**config.mk**
```make
export PLATFORM = sky130hd
export DESIGN_NAME = proxy_tracker
export DESIGN_NICKNAME = d
export VERILOG_FILES = /design/src/rtl/systolic_pkg.sv /design/src/rtl/proxy_tracker.sv
export VERILOG_INCLUDE_DIRS = /design/src /design/src/rtl
export SDC_FILE = /design/constraint.sdc
export NUM_CORES = 1
export LEC_CHECK = 0
export BUFFER_PORTS_ARGS = -buffer_cell sky130_fd_sc_hd__buf_2
export CORE_AREA = 2 2 158 160
export DETAILED_ROUTE_END_ITERATION = 16
export DIE_AREA = 0 0 160 162
export REMOVE_ABC_BUFFERS = 1
export SYNTH_ARGS = -nofsm -noshare
export SYNTH_HDL_FRONTEND = slang
export SYNTH_SLANG_ARGS = --single-unit
```
**constraint.sdc**
```tcl
create_clock -name clk -period 3.55 [get_ports clk]
set_input_delay 0 -clock clk [delete_from_list [all_inputs] [get_ports clk]]
set_output_delay 0 -clock clk [all_outputs]
set_load 0.02 [all_outputs]
```
**src/rtl/systolic_config.svh**
```systemverilog
`ifndef SYSTOLIC_CONFIG_SVH
`define SYSTOLIC_CONFIG_SVH

// array geometry
`define SYS_ROWS 4
`define SYS_COLS 4

// operand and partial-sum width
// products and sums wrap at this width
`define SYS_WORD_W 16

`endif

```
**src/rtl/systolic_pkg.sv**
```systemverilog
`default_nettype none

`include "systolic_config.svh"

package systolic_pkg;

    typedef logic [`SYS_WORD_W-1:0] word_t;

    // wide enough to hold SYS_ROWS itself, the tracker counts down from it
    typedef logic [$clog2(`SYS_ROWS+1)-1:0] row_idx_t;

    typedef enum logic [1:0] {
        MODE_IDLE    = 2'd0, // everything holds
        MODE_LOAD    = 2'd1, // weights shift down the columns
        MODE_COMPUTE = 2'd2  // activations right, partial sums down
    } pe_mode_t;

    typedef struct packed {
        logic     valid;
        row_idx_t row;
        word_t    psum;
    } col_proxy_t;

    typedef word_t      [`SYS_ROWS-1:0] word_row_t; // indexed by row
    typedef word_t      [`SYS_COLS-1:0] word_col_t; // indexed by column
    typedef col_proxy_t [`SYS_COLS-1:0] proxy_bus_t;

endpackage

`default_nettype wire

```
**src/rtl/proxy_tracker.sv**
```systemverilog
`timescale 1ns/1ps
`default_nettype none

`include "systolic_config.svh"

module proxy_tracker
    import systolic_pkg::*;
(
    input  logic       clk,
    input  logic       rst,
    input  pe_mode_t   mode,
    input  word_col_t  top_in,
    input  word_row_t  col_psums [`SYS_COLS],
    output proxy_bus_t proxy
);

    typedef enum logic {
        PROXY_TBD, // weights still arriving
        PROXY_SET  // rows locked until reset
    } proxy_state_t;

    proxy_state_t state;
    row_idx_t     row_cnt;   // mirrors how many rows are still empty
    row_idx_t     load_row;  // resting row of the weight now on top_in
    logic         track_en;

    word_t                min_w   [`SYS_COLS];
    row_idx_t             min_row [`SYS_COLS];
    logic [`SYS_COLS-1:0] take_min;

    assign load_row = row_cnt - row_idx_t'(1);
    assign track_en = (state == PROXY_TBD) && (mode == MODE_LOAD);

    // one counter serves all columns, weights enter every column together
    always_ff @(posedge clk) begin
        if (rst) begin
            state   <= PROXY_TBD;
            row_cnt <= row_idx_t'(`SYS_ROWS);
        end else if (state == PROXY_TBD) begin
            if (mode == MODE_LOAD) begin
                row_cnt <= load_row;
                if (load_row == '0) begin
                    state <= PROXY_SET; // last weight goes to row 0
                end
            end else if (mode == MODE_COMPUTE) begin
                state <= PROXY_SET; // short load, keep what was seen
            end
        end
    end

    always_comb begin
        for (int c = 0; c < `SYS_COLS; c++) begin
            take_min[c] = 1'b0;
            if (track_en) begin
                if (load_row == row_idx_t'(`SYS_ROWS - 1)) begin
                    take_min[c] = 1'b1; // first weight of the load
                end else if (top_in[c] < min_w[c]) begin
                    // strict, so a tie keeps the earlier (higher) row
                    take_min[c] = 1'b1;
                end
            end
        end
    end

    always_ff @(posedge clk) begin
        if (rst) begin
            for (int c = 0; c < `SYS_COLS; c++) begin
                min_w[c]   <= '0;
                min_row[c] <= '0;
            end
        end else begin
            for (int c = 0; c < `SYS_COLS; c++) begin
                if (take_min[c]) begin
                    min_w[c]   <= top_in[c];
                    min_row[c] <= load_row;
                end
            end
        end
    end

    always_comb begin
        for (int c = 0; c < `SYS_COLS; c++) begin
            proxy[c].valid = (state == PROXY_SET);
            proxy[c].row   = min_row[c];
            proxy[c].psum  = col_psums[c][min_row[c]]; // psum of the tracked element
        end
    end

endmodule

`default_nettype wire

```
## After elaboration in Yosys (flattened, before gate mapping)

Memories as Yosys holds them, arrays and structs flattened.
Cells that the tools add are included.

- Word-level logic and storage cells: 74
- Memories kept: 2
- Bits in registers: 4
- RAM bits: 76
- Output and inout port bits: 80
- Input bits: 324

Memory list:

| memory | depth | bits a word | read ports | clocked after memory_dff | write ports | line | RTL |
|---|---|---|---|---|---|---|---|
| min_w | 4 | 16 | 4 | 0 | 4 | proxy_tracker.sv:27 | `` word_t min_w [`SYS_COLS]; `` |
| min_row | 4 | 3 | 4 | 0 | 4 | proxy_tracker.sv:28 | `` row_idx_t min_row [`SYS_COLS]; `` |

- Reductions and logical operators: 3
- Eq/ne operators: 3
- Add/sub/neg operators: 1
- Muxes and demuxes: 46
- Magnitude comparators: 8
- Bitwise logic cells: 9

Operators with widths:

| operator | number |
|---|---|
| binary-select mux 16 bit (select 2 bit) | 4 |
| 2-to-1 mux 16 bit | 8 |
| < comparator 16 bit | 4 |
| 2-to-1 mux 1 bit | 30 |
| < comparator 3 bit, second input constant | 4 |
| 2-to-1 mux 3 bit | 4 |
| bitwise OR 1 bit | 8 |
| equality test 3 x 2 -> 1 bit, second input constant | 1 |
| logical NOT 3 bit | 1 |
| subtractor 3 x 1 -> 3 bit, second input constant | 1 |
| equality test 2 x 1 -> 1 bit, second input constant | 1 |
| equality test 2 bit, second input constant | 1 |
| AND reduction 2 bit | 1 |
| logical AND 1 bit | 1 |
| NOT 1 bit | 1 |

## Logic depth before layout (Yosys ltp)

- Word-level depth: 8
- Depth in mapped cells: 8
- Gate-level depth less buffers: 7

## Least setup slack after synthesis

OpenSTA, ideal clock, no wires.

- Path kind: reg-to-reg
- Start: mem min_w[3][2] (netlist bit)
- End: mem min_row[3][0] (netlist bit) (enable)
- Library setup time: 399 ps
- Slack: 813 ps
- Data required time: 3151 ps
- Stages on the path, launching flop included: 9
- Period minus slack after synthesis: 2737 ps
- Arrival time: 2338 ps
- Path buffers: 1
- Cells stage by stage: edfxtp_1 -> inv_1 -> ha_1 -> a21oi_1 -> nor2b_1 -> o311ai_0 -> a31oi_1 -> clkbuf_1 -> o21bai_1

RTL lines:

| item | line |
|---|---|
| from (decl) | proxy_tracker.sv:27 |
| to (decl) | proxy_tracker.sv:28 |

==> reports/results.txt <==
Status - complete, no violations
Die Footprint - 0.0259 sq mm
Cells after DPL - 1222
Aggregate routed wire length - 27000 um
Detailed-route DRC error count - 0
Initial antenna violation count - 11
Nets - 1339
CTS Sinks - 80
TritonRoute pass-1 iters - 6
Die height - 162 um
Setup Skew - 0.0114 ns
Min-Delay Path Depth - 3
R2r setup slk - 0.83 ns
Crit path max fanout - 10
Max clock buf depth - 2
Clock slew seen by the registers of the worst setup and hold paths - 0.07 ns
Hold slack final - 0.0188 ns
Core Region - 0.0241 sq mm
Cell mode on critical path - a21oi_1
Gate Count Post-Synth - 521
Mean Syn Cell Area - 12.1 sq um
Tmin final - 2.72 ns
WHS Endpoint - min_w[0][15]$_SDFFCE_PN0P_
Crit start category - flop
Critical path's slowest cell - o21bai_1
Hold Fails Final Rpt - 0
Via count - 6146
CTS Buf Count - 9
Io pins - 404
Hold Path Class - input port to flop
Total grt overflow - 0
P per Cell Area - 353 mW/mm^2
Vias/cell - 4.79
Worst r2r dst - min_w[2][7]$_SDFFCE_PN0P_
Worst slew slack as a fraction of its limit - 24.4%
FMAX - 368 MHz
Pin count of the biggest net entering global routing - 33
DR WL/cell - 21.1 um
CP Cell Sequence - inv_1 -> ha_1 -> a21oi_1 -> o21ai_0 -> a22oi_1 -> a21oi_1 -> o21bai_1 -> buf_4
Vias in the first global route - 6108
Std-Cell Rows - 57
Worst-skew pair later-pin latency - 0.35 ns
Post-synth EDFFs - 76
Top FF cell, synth - edfxtp_1
H-tree levels - 3
Crit path max-delay family - compound AO/OA/AOI/OAI gates
Initial Util - 26.2%
Setup violators final - 0
Most frequent cells in the layout - 403 x buf_2, 83 x inv_1, 76 x edfxtp_1, 64 x mux4_2, 63 x ha_1
Worst reg2reg path depth - 8
Leakage power - 4.32 nW
Gr usage total - 20.1%
RSZ-0062 raised after global routing - false
DR iter-0 viols - 423
Final worst-path cycle share - 76.6%
Max-cap viol count - 0
Ratio of cells with drive above 1 in the final layout - 52.7%
Worst Setup End Kind - flop
Pins Over Slew Limit - 0
R2R Path Start - min_w[2][11]$_SDFFCE_PN0P_
Post-synthesis register bit count - 80
Async S/R FF share, synth - 0%
Critical path class - flop to flop
Final std cells w/o fill - 1284
GP Congestion - 0.850
Least-Margin Pin Slew - 1.13 ns
Root Driver - clkbuf_16
Post-detail-place hpwl - 23000 um
Setup Buffers After CTS - 0
First-pass GRT wire length - 38600 um
Sequential area share after synthesis - 37.4%
Yosys cell types - 46
Port Buffer Count - 403
Peak supply drop - 0.000244 V
Crit path DAT - 2.77 ns
Crit path largest cell delay - 0.71 ns
Hold Path Origin - top_in[15]
Synth Warn # - 0
Post-Syn Area - 0.00632 sq mm
Synthesis-to-finish area growth - 48.4%
CTS tree - built
Die W - 160 um
Detail Route Antenna Nets - 0
CP Data Required Time - 3.60 ns
Sum of negative setup slack - 0 ns
Worst Path Buf+Inv - 2
Leading cell type in the layout, fill and taps excluded - buf_2
Final core utilization - 38.9%
==> cell usage after synthesis (14+ instances only) <==
| master | n | area share [%] |
|---|---|---|
| a211oi_1 | 14 | 1.7 |
| a21oi_1 | 31 | 2.5 |
| and2_1 | 32 | 3.2 |
| clkbuf_1 | 15 | 0.89 |
| edfxtp_1 | 76 | 36 |
| ha_1 | 63 | 12 |
| inv_1 | 83 | 4.9 |
| mux4_2 | 64 | 23 |
| nand2_1 | 21 | 1.2 |
| nor2_1 | 17 | 1.0 |
| nor3b_1 | 17 | 2.0 |
| o21ai_0 | 15 | 1.2 |
==> worst max path at each step <==
stage / end / from / depth (start not counted) / slack [ns]
after floorplan: min_row[3][0]$_SDFFCE_PN0P_ / min_w[3][15]$_SDFFCE_PN0P_ / 7 / 0.53
after CTS: min_w[2][8]$_SDFFCE_PN0P_ / min_w[2][11]$_SDFFCE_PN0P_ / 8 / 0.77
after global routing: min_w[2][1]$_SDFFCE_PN0P_ / min_w[2][7]$_SDFFCE_PN0P_ / 8 / 0.62
after global placement: min_w[2][11]$_SDFFCE_PN0P_ / min_w[2][11]$_SDFFCE_PN0P_ / 8 / 0.85
after detailed placement: min_w[2][11]$_SDFFCE_PN0P_ / min_w[2][11]$_SDFFCE_PN0P_ / 8 / 0.79
final: min_w[2][7]$_SDFFCE_PN0P_ / min_w[2][11]$_SDFFCE_PN0P_ / 8 / 0.83
==> cell families after synthesis <==
logic type	synth area share, %
fa+ha+maj	12.5
mux	22.8
xor+xnor	0.139
simple gates	9.88
compound gates	9.88
buf+inv	7.46
flops	37.4
==> routing by layer <==
metal	wire [um]	GRT usage (%)	share of wire (%)
met1	10800	25.1	40
met2	13600	34.6	50
met3	1910	4.67	7.1
met4	679	6.84	2.5
met5	50	0	0.18
==> final cells by class <==
cell class                 count  area, sq um
sequential                    80         2360
fill                        2459        14700
antenna                        3         7.51
multi-input combinational    326         3500
timing repair buffer         451         2480
clock buffer                   9          225
inverter                      84          315
clock inverter                 7         85.1
tap                          324          405
==> power breakdown <==
part           internal (mW)  switching [mW]
Sequential              1.12          0.0882
Combinational          0.525           0.584
Clock                  0.560           0.427
Total                   2.21            1.10
==> what timing repair did <==
| action | CTS | global route |
|---|---|---|
| endpoints found under the setup margin | 0 | 0 |
| gates resized for setup | 0 | 0 |
| hold endpoints to repair | 45 | 0 |
| hold buffers | 43 | 0 |
==> flip-flops by register name (all words and copies together), names as in the netlist <==
name and cells:
min_w 64, min_row 12, row_cnt 3, state 1
==> stage by stage <==
step                      power [mW]  cell area [sq um]  setup slack (ns)
after floorplan                 1.82               6160             0.531
after global placement          2.29               8630             0.849
after detailed placement        2.30               8630             0.787
after CTS                       3.35               9380             0.766
after global routing            3.47               9380             0.621
final                           3.31               9380             0.829
==> tightest hold or removal path: stages <==
cell      delay, ns
buf_2          0.12
inv_1          0.05
a211oi_1       0.03
Power figures use the tool's default switching activity.
